--- src/hw/llc_consts.svh ---
`ifndef LLC_CONSTS_SVH
`define LLC_CONSTS_SVH

// cache geometry
`define LLC_WAYS 4
`define LLC_SET_BITS 4
`define LLC_TAG_BITS 8

// one line is a single 32-bit word
`define LINE_BITS 32

// requester transaction id
`define REQ_ID_BITS 4

`endif
--- src/hw/llc_ctrl_pkg.sv ---
`include "llc_consts.svh"

package llc_ctrl_pkg;

    // step FSM states
    typedef enum logic [2:0] {
        DECODE   = 3'b000,
        READ_SET = 3'b001,
        LOOKUP   = 3'b010,
        PROCESS  = 3'b110,
        UPDATE   = 3'b100
    } llc_fsm_state_t;

    typedef enum logic {
        REQ_READ  = 1'b0,
        REQ_WRITE = 1'b1
    } req_op_t;

    typedef enum logic {
        MEM_READ  = 1'b0,
        MEM_WRITE = 1'b1
    } mem_op_t;

    typedef logic [$clog2(`LLC_WAYS)-1:0] llc_way_t;
    typedef logic [`LLC_TAG_BITS-1:0] llc_tag_t;
    typedef logic [`LLC_SET_BITS-1:0] llc_set_t;

    typedef struct packed {
        llc_tag_t tag;
        llc_set_t set;
    } line_breakdown_t;

    // fields describe the hit way, or the victim way on a miss
    typedef struct packed {
        logic hit;
        llc_way_t way;
        logic dirty;
        llc_tag_t tag;
        logic [`LINE_BITS-1:0] line;
    } lookup_res_t;

    typedef struct packed {
        logic we;
        llc_way_t way;
        llc_tag_t tag;
        logic dirty;
        logic [`LINE_BITS-1:0] line;
        logic evict_adv;
    } arr_wr_t;

endpackage

--- src/hw/llc_bus_pkg.sv ---
`include "llc_consts.svh"

package llc_bus_pkg;

    // tag in the upper bits and set index below
    typedef logic [`LLC_TAG_BITS+`LLC_SET_BITS-1:0] line_addr_t;
    typedef logic [`LINE_BITS-1:0] line_t;
    typedef logic [`REQ_ID_BITS-1:0] req_id_t;

    // requester to cache
    typedef struct packed {
        llc_ctrl_pkg::req_op_t op;
        line_addr_t addr;
        line_t line;
        req_id_t req_id;
    } llc_req_in_t;

    // read data or write acknowledgement to the requester
    typedef struct packed {
        llc_ctrl_pkg::req_op_t op;
        line_addr_t addr;
        line_t line;
        req_id_t req_id;
    } llc_rsp_out_t;

    // writebacks and fills to memory
    typedef struct packed {
        llc_ctrl_pkg::mem_op_t op;
        line_addr_t addr;
        line_t line;
    } llc_mem_req_t;

    // fill data only
    typedef struct packed {
        line_t line;
    } llc_mem_rsp_t;

endpackage

--- src/hw/llc_top.sv ---
`timescale 1ns/1ps
`include "llc_consts.svh"

module llc_top (
    input  logic clk,
    input  logic rst,
    input  llc_bus_pkg::llc_req_in_t req_i,
    input  logic req_valid_i,
    output logic req_ready_o,
    output llc_bus_pkg::llc_mem_req_t mem_req_o,
    output logic mem_req_valid_o,
    input  logic mem_req_ready_i,
    input  llc_bus_pkg::llc_mem_rsp_t mem_rsp_i,
    input  logic mem_rsp_valid_i,
    output logic mem_rsp_ready_o,
    output llc_bus_pkg::llc_rsp_out_t rsp_o,
    output logic rsp_valid_o,
    input  logic rsp_ready_i
);

    llc_ctrl_pkg::llc_fsm_state_t state;
    llc_bus_pkg::llc_req_in_t req_q;
    llc_ctrl_pkg::line_breakdown_t line_br;
    llc_ctrl_pkg::llc_tag_t rd_tag [`LLC_WAYS];
    logic rd_valid [`LLC_WAYS];
    logic rd_dirty [`LLC_WAYS];
    llc_bus_pkg::line_t rd_line [`LLC_WAYS];
    llc_ctrl_pkg::llc_way_t rd_evict_way;
    llc_ctrl_pkg::lookup_res_t lookup_res;
    llc_ctrl_pkg::arr_wr_t arr_wr;
    llc_bus_pkg::llc_rsp_out_t rsp_data;
    logic rsp_push;
    logic rsp_busy;
    logic req_fire;

    assign req_fire = req_valid_i && req_ready_o;

    llc_input_decoder u_input_decoder (
        .clk(clk),
        .rst(rst),
        .state_i(state),
        .req_i(req_i),
        .req_valid_i(req_valid_i),
        .rsp_busy_i(rsp_busy),
        .req_ready_o(req_ready_o),
        .req_o(req_q),
        .line_br_o(line_br)
    );

    llc_localmem u_localmem (
        .clk(clk),
        .rst(rst),
        .set_i(line_br.set),
        .wr_i(arr_wr),
        .rd_tag_o(rd_tag),
        .rd_valid_o(rd_valid),
        .rd_dirty_o(rd_dirty),
        .rd_line_o(rd_line),
        .rd_evict_way_o(rd_evict_way)
    );

    llc_lookup_way u_lookup_way (
        .tag_i(line_br.tag),
        .rd_tag_i(rd_tag),
        .rd_valid_i(rd_valid),
        .rd_dirty_i(rd_dirty),
        .rd_line_i(rd_line),
        .rd_evict_way_i(rd_evict_way),
        .res_o(lookup_res)
    );

    llc_process_request u_process_request (
        .clk(clk),
        .rst(rst),
        .req_i(req_q),
        .line_br_i(line_br),
        .lookup_i(lookup_res),
        .req_fire_i(req_fire),
        .mem_req_ready_i(mem_req_ready_i),
        .mem_req_o(mem_req_o),
        .mem_req_valid_o(mem_req_valid_o),
        .mem_rsp_i(mem_rsp_i),
        .mem_rsp_valid_i(mem_rsp_valid_i),
        .mem_rsp_ready_o(mem_rsp_ready_o),
        .state_o(state),
        .wr_o(arr_wr),
        .rsp_push_o(rsp_push),
        .rsp_o(rsp_data)
    );

    llc_rsp_out u_rsp_out (
        .clk(clk),
        .rst(rst),
        .push_i(rsp_push),
        .rsp_i(rsp_data),
        .rsp_ready_i(rsp_ready_i),
        .rsp_o(rsp_o),
        .rsp_valid_o(rsp_valid_o),
        .rsp_busy_o(rsp_busy)
    );

endmodule

--- src/hw/llc_rsp_out.sv ---
`timescale 1ns/1ps

module llc_rsp_out (
    input  logic clk,
    input  logic rst,
    input  logic push_i,
    input  llc_bus_pkg::llc_rsp_out_t rsp_i,
    input  logic rsp_ready_i,
    output llc_bus_pkg::llc_rsp_out_t rsp_o,
    output logic rsp_valid_o,
    output logic rsp_busy_o
);

    // a push always finds the slot empty since one request is in flight
    always_ff @(posedge clk or negedge rst) begin
        if (!rst) begin
            rsp_valid_o <= 1'b0;
        end else if (push_i) begin
            rsp_valid_o <= 1'b1;
        end else if (rsp_ready_i) begin
            rsp_valid_o <= 1'b0;
        end
    end

    // held stable until the requester takes it
    always_ff @(posedge clk) begin
        if (push_i) begin
            rsp_o <= rsp_i;
        end
    end

    assign rsp_busy_o = rsp_valid_o;

endmodule

--- src/hw/llc_process_request.sv ---
`timescale 1ns/1ps

module llc_process_request (
    input  logic clk,
    input  logic rst,
    input  llc_bus_pkg::llc_req_in_t req_i,
    input  llc_ctrl_pkg::line_breakdown_t line_br_i,
    input  llc_ctrl_pkg::lookup_res_t lookup_i,
    input  logic req_fire_i,
    input  logic mem_req_ready_i,
    output llc_bus_pkg::llc_mem_req_t mem_req_o,
    output logic mem_req_valid_o,
    input  llc_bus_pkg::llc_mem_rsp_t mem_rsp_i,
    input  logic mem_rsp_valid_i,
    output logic mem_rsp_ready_o,
    output llc_ctrl_pkg::llc_fsm_state_t state_o,
    output llc_ctrl_pkg::arr_wr_t wr_o,
    output logic rsp_push_o,
    output llc_bus_pkg::llc_rsp_out_t rsp_o
);

    llc_ctrl_pkg::llc_fsm_state_t next_state;
    llc_ctrl_pkg::lookup_res_t lookup_q;
    logic wb_pend;
    logic fill_pend;
    logic fill_sent;
    logic process_done;
    logic is_write;
    logic mem_req_fire;
    logic mem_rsp_fire;
    llc_bus_pkg::line_t fill_line;
    llc_bus_pkg::line_t line_out;

    always_ff @(posedge clk or negedge rst) begin
        if (!rst) begin
            state_o <= llc_ctrl_pkg::DECODE;
        end else begin
            state_o <= next_state;
        end
    end

    always_comb begin
        next_state = state_o;
        case (state_o)
            llc_ctrl_pkg::DECODE: begin
                if (req_fire_i) begin
                    next_state = llc_ctrl_pkg::READ_SET;
                end
            end
            llc_ctrl_pkg::READ_SET: next_state = llc_ctrl_pkg::LOOKUP;
            llc_ctrl_pkg::LOOKUP: next_state = llc_ctrl_pkg::PROCESS;
            llc_ctrl_pkg::PROCESS: begin
                if (process_done) begin
                    next_state = llc_ctrl_pkg::UPDATE;
                end
            end
            llc_ctrl_pkg::UPDATE: next_state = llc_ctrl_pkg::DECODE;
            default: next_state = llc_ctrl_pkg::DECODE;
        endcase
    end

    assign mem_req_fire = mem_req_valid_o && mem_req_ready_i;
    assign mem_rsp_fire = mem_rsp_valid_i && mem_rsp_ready_o;
    assign process_done = !wb_pend && !fill_pend;

    always_ff @(posedge clk) begin
        if (state_o == llc_ctrl_pkg::LOOKUP) begin
            lookup_q <= lookup_i;
        end
        if (mem_rsp_fire) begin
            fill_line <= mem_rsp_i.line;
        end
    end

    // on a miss the writeback goes before the fill request and the fill data
    always_ff @(posedge clk or negedge rst) begin
        if (!rst) begin
            wb_pend <= 1'b0;
            fill_pend <= 1'b0;
            fill_sent <= 1'b0;
        end else if (state_o == llc_ctrl_pkg::LOOKUP) begin
            wb_pend <= !lookup_i.hit && lookup_i.dirty;
            fill_pend <= !lookup_i.hit;
            fill_sent <= 1'b0;
        end else if (state_o == llc_ctrl_pkg::PROCESS) begin
            if (mem_req_fire) begin
                if (wb_pend) begin
                    wb_pend <= 1'b0;
                end else begin
                    fill_sent <= 1'b1;
                end
            end
            if (mem_rsp_fire) begin
                fill_pend <= 1'b0;
            end
        end
    end

    assign mem_req_valid_o = (state_o == llc_ctrl_pkg::PROCESS) &&
                             (wb_pend || (fill_pend && !fill_sent));
    assign mem_rsp_ready_o = (state_o == llc_ctrl_pkg::PROCESS) && fill_sent && fill_pend;

    always_comb begin
        if (wb_pend) begin
            mem_req_o.op = llc_ctrl_pkg::MEM_WRITE;
            mem_req_o.addr = {lookup_q.tag, line_br_i.set};
            mem_req_o.line = lookup_q.line;
        end else begin
            mem_req_o.op = llc_ctrl_pkg::MEM_READ;
            mem_req_o.addr = req_i.addr;
            mem_req_o.line = '0;
        end
    end

    // write data wins, then hit data, then the filled line
    assign is_write = (req_i.op == llc_ctrl_pkg::REQ_WRITE);
    assign line_out = is_write ? req_i.line : (lookup_q.hit ? lookup_q.line : fill_line);

    // read hits leave the arrays alone
    always_comb begin
        wr_o.we = (state_o == llc_ctrl_pkg::UPDATE) && (is_write || !lookup_q.hit);
        wr_o.way = lookup_q.way;
        wr_o.tag = line_br_i.tag;
        wr_o.dirty = is_write;
        wr_o.line = line_out;
        wr_o.evict_adv = !lookup_q.hit;
    end

    assign rsp_push_o = (state_o == llc_ctrl_pkg::UPDATE);

    always_comb begin
        rsp_o.op = req_i.op;
        rsp_o.addr = req_i.addr;
        rsp_o.line = line_out;
        rsp_o.req_id = req_i.req_id;
    end

endmodule

--- src/hw/llc_lookup_way.sv ---
`timescale 1ns/1ps
`include "llc_consts.svh"

module llc_lookup_way (
    input  llc_ctrl_pkg::llc_tag_t tag_i,
    input  llc_ctrl_pkg::llc_tag_t rd_tag_i [`LLC_WAYS],
    input  logic rd_valid_i [`LLC_WAYS],
    input  logic rd_dirty_i [`LLC_WAYS],
    input  llc_bus_pkg::line_t rd_line_i [`LLC_WAYS],
    input  llc_ctrl_pkg::llc_way_t rd_evict_way_i,
    output llc_ctrl_pkg::lookup_res_t res_o
);

    logic hit;
    llc_ctrl_pkg::llc_way_t hit_way;
    llc_ctrl_pkg::llc_way_t way;

    // tag compare over all ways
    always_comb begin
        hit = 1'b0;
        hit_way = '0;
        for (int i = 0; i < `LLC_WAYS; i++) begin
            if (rd_valid_i[i] && (rd_tag_i[i] == tag_i)) begin
                hit = 1'b1;
                hit_way = llc_ctrl_pkg::llc_way_t'(i);
            end
        end
    end

    // victim comes from the set's round-robin pointer
    assign way = hit ? hit_way : rd_evict_way_i;

    always_comb begin
        res_o.hit = hit;
        res_o.way = way;
        // an invalid victim never needs a writeback
        res_o.dirty = rd_valid_i[way] & rd_dirty_i[way];
        res_o.tag = rd_tag_i[way];
        res_o.line = rd_line_i[way];
    end

endmodule

--- src/hw/llc_localmem.sv ---
`timescale 1ns/1ps
`include "llc_consts.svh"

module llc_localmem (
    input  logic clk,
    input  logic rst,
    input  logic [`LLC_SET_BITS-1:0] set_i,
    input  llc_ctrl_pkg::arr_wr_t wr_i,
    output llc_ctrl_pkg::llc_tag_t rd_tag_o [`LLC_WAYS],
    output logic rd_valid_o [`LLC_WAYS],
    output logic rd_dirty_o [`LLC_WAYS],
    output llc_bus_pkg::line_t rd_line_o [`LLC_WAYS],
    output llc_ctrl_pkg::llc_way_t rd_evict_way_o
);

    localparam int SETS = 2 ** `LLC_SET_BITS;

    llc_ctrl_pkg::llc_tag_t tag_mem [SETS][`LLC_WAYS];
    llc_bus_pkg::line_t line_mem [SETS][`LLC_WAYS];
    logic dirty_mem [SETS][`LLC_WAYS];
    logic [`LLC_WAYS-1:0] valid_mem [SETS];
    llc_ctrl_pkg::llc_way_t evict_ptr [SETS];

    // valid bits and round-robin pointers
    always_ff @(posedge clk or negedge rst) begin
        if (!rst) begin
            for (int s = 0; s < SETS; s++) begin
                valid_mem[s] <= '0;
                evict_ptr[s] <= '0;
            end
        end else if (wr_i.we) begin
            valid_mem[set_i][wr_i.way] <= 1'b1;
            if (wr_i.evict_adv) begin
                // 2-bit pointer wraps by itself
                evict_ptr[set_i] <= evict_ptr[set_i] + 1'b1;
            end
        end
    end

    // line storage
    always_ff @(posedge clk) begin
        if (wr_i.we) begin
            tag_mem[set_i][wr_i.way] <= wr_i.tag;
            dirty_mem[set_i][wr_i.way] <= wr_i.dirty;
            line_mem[set_i][wr_i.way] <= wr_i.line;
        end
    end

    // registered read of the whole set
    always_ff @(posedge clk) begin
        for (int w = 0; w < `LLC_WAYS; w++) begin
            rd_tag_o[w] <= tag_mem[set_i][w];
            rd_valid_o[w] <= valid_mem[set_i][w];
            rd_dirty_o[w] <= dirty_mem[set_i][w];
            rd_line_o[w] <= line_mem[set_i][w];
        end
        rd_evict_way_o <= evict_ptr[set_i];
    end

endmodule

--- src/hw/llc_input_decoder.sv ---
`timescale 1ns/1ps
`include "llc_consts.svh"

module llc_input_decoder (
    input  logic clk,
    input  logic rst,
    input  llc_ctrl_pkg::llc_fsm_state_t state_i,
    input  llc_bus_pkg::llc_req_in_t req_i,
    input  logic req_valid_i,
    input  logic rsp_busy_i,
    output logic req_ready_o,
    output llc_bus_pkg::llc_req_in_t req_o,
    output llc_ctrl_pkg::line_breakdown_t line_br_o
);

    logic out_of_rst;
    logic req_fire;

    // low during reset, high from the first edge after it
    always_ff @(posedge clk or negedge rst) begin
        if (!rst) begin
            out_of_rst <= 1'b0;
        end else begin
            out_of_rst <= 1'b1;
        end
    end

    // one request in flight, and only with an empty response slot
    assign req_ready_o = out_of_rst && (state_i == llc_ctrl_pkg::DECODE) && !rsp_busy_i;
    assign req_fire = req_valid_i && req_ready_o;

    always_ff @(posedge clk) begin
        if (req_fire) begin
            req_o <= req_i;
            line_br_o.tag <= req_i.addr[`LLC_TAG_BITS+`LLC_SET_BITS-1:`LLC_SET_BITS];
            line_br_o.set <= req_i.addr[`LLC_SET_BITS-1:0];
        end
    end

endmodule

--- config.mk ---
export PLATFORM = sky130hd
export DESIGN_NAME = llc_top
export DESIGN_NICKNAME = d
export VERILOG_FILES = /design/src/hw/llc_ctrl_pkg.sv /design/src/hw/llc_bus_pkg.sv /design/src/hw/llc_top.sv /design/src/hw/llc_rsp_out.sv /design/src/hw/llc_process_request.sv /design/src/hw/llc_lookup_way.sv /design/src/hw/llc_localmem.sv /design/src/hw/llc_input_decoder.sv
export VERILOG_INCLUDE_DIRS = /design/src /design/src/hw
export SDC_FILE = /design/constraint.sdc
export NUM_CORES = 2
export LEC_CHECK = 0
export ABC_AREA = 1
export BUFFER_PORTS_ARGS = -buffer_cell sky130_fd_sc_hd__buf_2
export CORE_ASPECT_RATIO = 0.75
export CORE_UTILIZATION = 35
export DETAILED_ROUTE_END_ITERATION = 12
export SLEW_MARGIN = 20
export SYNTH_ARGS = -nofsm -noshare
export SYNTH_HDL_FRONTEND = slang
export SYNTH_SLANG_ARGS = --single-unit
--- constraint.sdc ---
create_clock -name clk -period 6.8 [get_ports clk]
set_input_delay 2.04 -clock clk [delete_from_list [all_inputs] [get_ports clk]]
set_output_delay 2.04 -clock clk [all_outputs]
set_load 0.02 [all_outputs]
==> results.sh <==
export IMPL_status="finished, final reports clean"
export IMPL_hp_class="reg2reg"
export IMPL_ys_warn_count=0
export IMPL_drv_cap=0
export IMPL_cts_root_buf="clkbuf_16"
export IMPL_worst_pin_slew_ps=1210
export IMPL_fmax_mhz=191
export IMPL_finalCriticalPeriod_ps=5250
export IMPL_dp_hpwl_microns=186000
export IMPL_setup_viol=0
export IMPL_hold_buffers=0
export IMPL_placed_area_sq_um=118000
export IMPL_cts_clk_slew_worst_paths_ps=60
export IMPL_nNetsFinal=7115
export IMPL_syn_to_final_growth_pct=14.8
export IMPL_dr_pass1_iters=6
export IMPL_die_w_microns=653
export IMPL_slew_viol_final=0
export IMPL_synth_cell_types=36
export IMPL_layout_drive_gt1_share_pct=12.7
export IMPL_power_leakage_nw=40.9
export IMPL_wire_per_inst_microns=29.8
export IMPL_powerDensity_nw_per_um2=350
export IMPL_skew_ps=80.8
export IMPL_synth_edf_count=2797
export IMPL_fin_crit_sh_pct=77.1
export IMPL_cts_resized_gates=0
export IMPL_hold_viol_final=0
export IMPL_drc=0
export IMPL_port_buffers=184
export IMPL_place_congestion=0.852
export IMPL_path_class="reg2out"
export IMPL_synth_seq_area_share_pct=80.9
export IMPL_clock_sinks=3071
export IMPL_clock_latency_ps=880
export IMPL_viasPerCell=5.77
export IMPL_syn_avg_cell_area_sq_um=16.4
export IMPL_critPathCaptureType="output port"
export IMPL_layout_commonest_cell="edfxtp_1"
export IMPL_pin_count=185
export IMPL_start_util_pct=35.3
export IMPL_grt_max_degree=163
export IMPL_async_flop_share_pct=3.39
export IMPL_placementRows=178
export IMPL_wl_microns=344000
export IMPL_die_area_sq_um=320000
export IMPL_grt_overflow_total=0
export IMPL_synth_fp_nets=6861
export IMPL_track_usage_pct=20.7
export IMPL_netlist_instances=6774
export IMPL_cts_buffers=305
export IMPL_peakVddDrop_uv=241
export IMPL_cts_setup_buffers=0
export IMPL_yosysTopAreaCell="edfxtp_1"
export IMPL_dieHeight_microns=490
export IMPL_grt_pass1_vias=63000
export IMPL_synth_top_cell_area_share_pct=75.5
export IMPL_cts_tree="done"
export IMPL_drt_initial_drc_count=10200
export IMPL_antenna_found_initial=30
export IMPL_rsz0062_at_grt="no"
export IMPL_fill_cells=28100
export IMPL_ys_seq_elements=3071
export IMPL_critPathLaunchType="flip-flop"
export IMPL_setup_tns_ps=0
export IMPL_required_ps=4760
export IMPL_clk_path_buf_depth=4
export IMPL_critPathMaxFanout=69
export IMPL_grt_pass1_wl_microns=480000
export IMPL_final_cell_mix="edfxtp_1, a22oi_1, a21oi_1, nand2_1, clkbuf_16"
export IMPL_num_vias=66500
export IMPL_synth_ff_type="edfxtp_1"
export IMPL_core_sq_um=315000
export IMPL_synth_area_top_cells="edfxtp_1, a22oi_1, a21oi_1, dfxtp_1, dfrtp_1"
export IMPL_syn_area_sq_um=111000
export IMPL_arrival_ps=3210
export IMPL_ant_nets=0
export IMPL_htree_levels=5
export IMPL_slew_limit_headroom_pct=19.4
export IMPL_final_cell_area_sq_um=128000
## path summary, 6_finish.rpt
kind,cells after the start,slack (ps),endpoint,startpoint
setup / recovery,4,1550,mem_req_o[36],u_input_decoder.line_br_o[4]$_DFFE_PP_
hold / removal,0,430,u_rsp_out.rsp_o[3]$_DFFE_PP_,u_input_decoder.req_o[3]$_DFFE_PP_
setup reg to reg,8,2360,u_localmem.tag_mem[5][29]$_DFFE_PP_,u_input_decoder.req_o[48]$_DFFE_PP_
hold reg to reg,0,430,u_rsp_out.rsp_o[3]$_DFFE_PP_,u_input_decoder.req_o[3]$_DFFE_PP_
max in group asynchronous,2,4260,u_localmem.valid_mem[45]$_DFFE_PN0P_,rst
min in group asynchronous,1,1280,u_rsp_out.rsp_busy_o$_DFFE_PN0P_,rst
## critical path, cell delays in order, from the launching register on
cell      delay [ps]
edfxtp_1         330
buf_4            550
inv_1            280
o21ai_0          840
buf_2            310
## final cells by class
type	instances	area, sq um	share of cell area [%]
Inverter	204	798	0.625
Antenna cell	8	20.0	0.0157
Clock buffer	428	8420	6.60
Multi-Input combinational cell	3059	19400	15.2
Sequential cell	3071	90000	70.5
Tap cell	4230	5290	4.14
Clock inverter	123	981	0.768
Timing Repair Buffer	387	2770	2.17
## metrics by stage
| step | util, % | worst slack (ps) | cells | power (mW) | hold slack [ps] |
|---|---|---|---|---|---|
| global placement | 37.5 | 2420 | 10900 | 28.7 | 409 |
| detailed placement | 37.5 | 2190 | 10900 | 28.8 | 418 |
| CTS | 40.5 | 1350 | 11500 | 44.8 | 425 |
| floorplan | - | 662 | 6774 | 26.0 | 400 |
| global route | 40.5 | 1530 | 11500 | 45.9 | 441 |
| finish | 40.5 | 1550 | 11500 | 44.7 | 425 |
## cell families (layout without fill, tap and decap cells)
group | Yosys count | count (layout) | synth area share, %
other | 1 | 9 | 0.00337
XOR/XNOR | 7 | 7 | 0.0619
flip-flops | 3071 | 3071 | 80.9
AO/OA/AOI/OAI | 2309 | 2309 | 13.4
buffers and inverters | 644 | 1142 | 2.50
AND/OR/NAND/NOR | 742 | 742 | 3.12
## registers in the layout, indices dropped and copies added (netlist names), 4 cells and up
signal / cells
u_input_decoder.line_br_o: 11
u_input_decoder.req_o: 38
u_localmem.dirty_mem: 64
u_localmem.evict_ptr: 32
u_localmem.line_mem: 2048
u_localmem.rd_dirty_o: 4
u_localmem.rd_line_o: 128
u_localmem.rd_tag_o: 32
u_localmem.rd_valid_o: 4
u_localmem.tag_mem: 512
u_localmem.valid_mem: 64
u_process_request.fill_line: 32
u_process_request.lookup_q: 41
u_rsp_out.rsp_o: 49
## Yosys cell counts (all sizes together), types with 104 or more instances
cell type / count
buf: 190
dfrtp: 104
or4: 164
inv: 203
dfxtp: 170
nand2: 334
a22oi: 1316
clkbuf: 250
edfxtp: 2797
a21oi: 747
nor2: 211
o21ai: 190
## power by group
group | switching, mW | internal, mW | leakage, nW | total (mW)
Clock | 7.07 | 9.10 | 4.60 | 16.2
Combinational | 4.34 | 1.25 | 8.32 | 5.59
Sequential | 0.701 | 22.2 | 27.9 | 22.9
Total | 12.1 | 32.6 | 40.9 | 44.7
## layer usage
layer | vias to the layer above | wire length [microns] | GRT usage (%)
li1 | 27500 | - | -
met2 | 4079 | 150000 | 30.3
met1 | 34400 | 144000 | 31.2
met3 | 472 | 40700 | 4.63
met4 | 2 | 8160 | 5.01
met5 | - | 7 | 0
No activity file was read; power rests on OpenSTA's default activity.
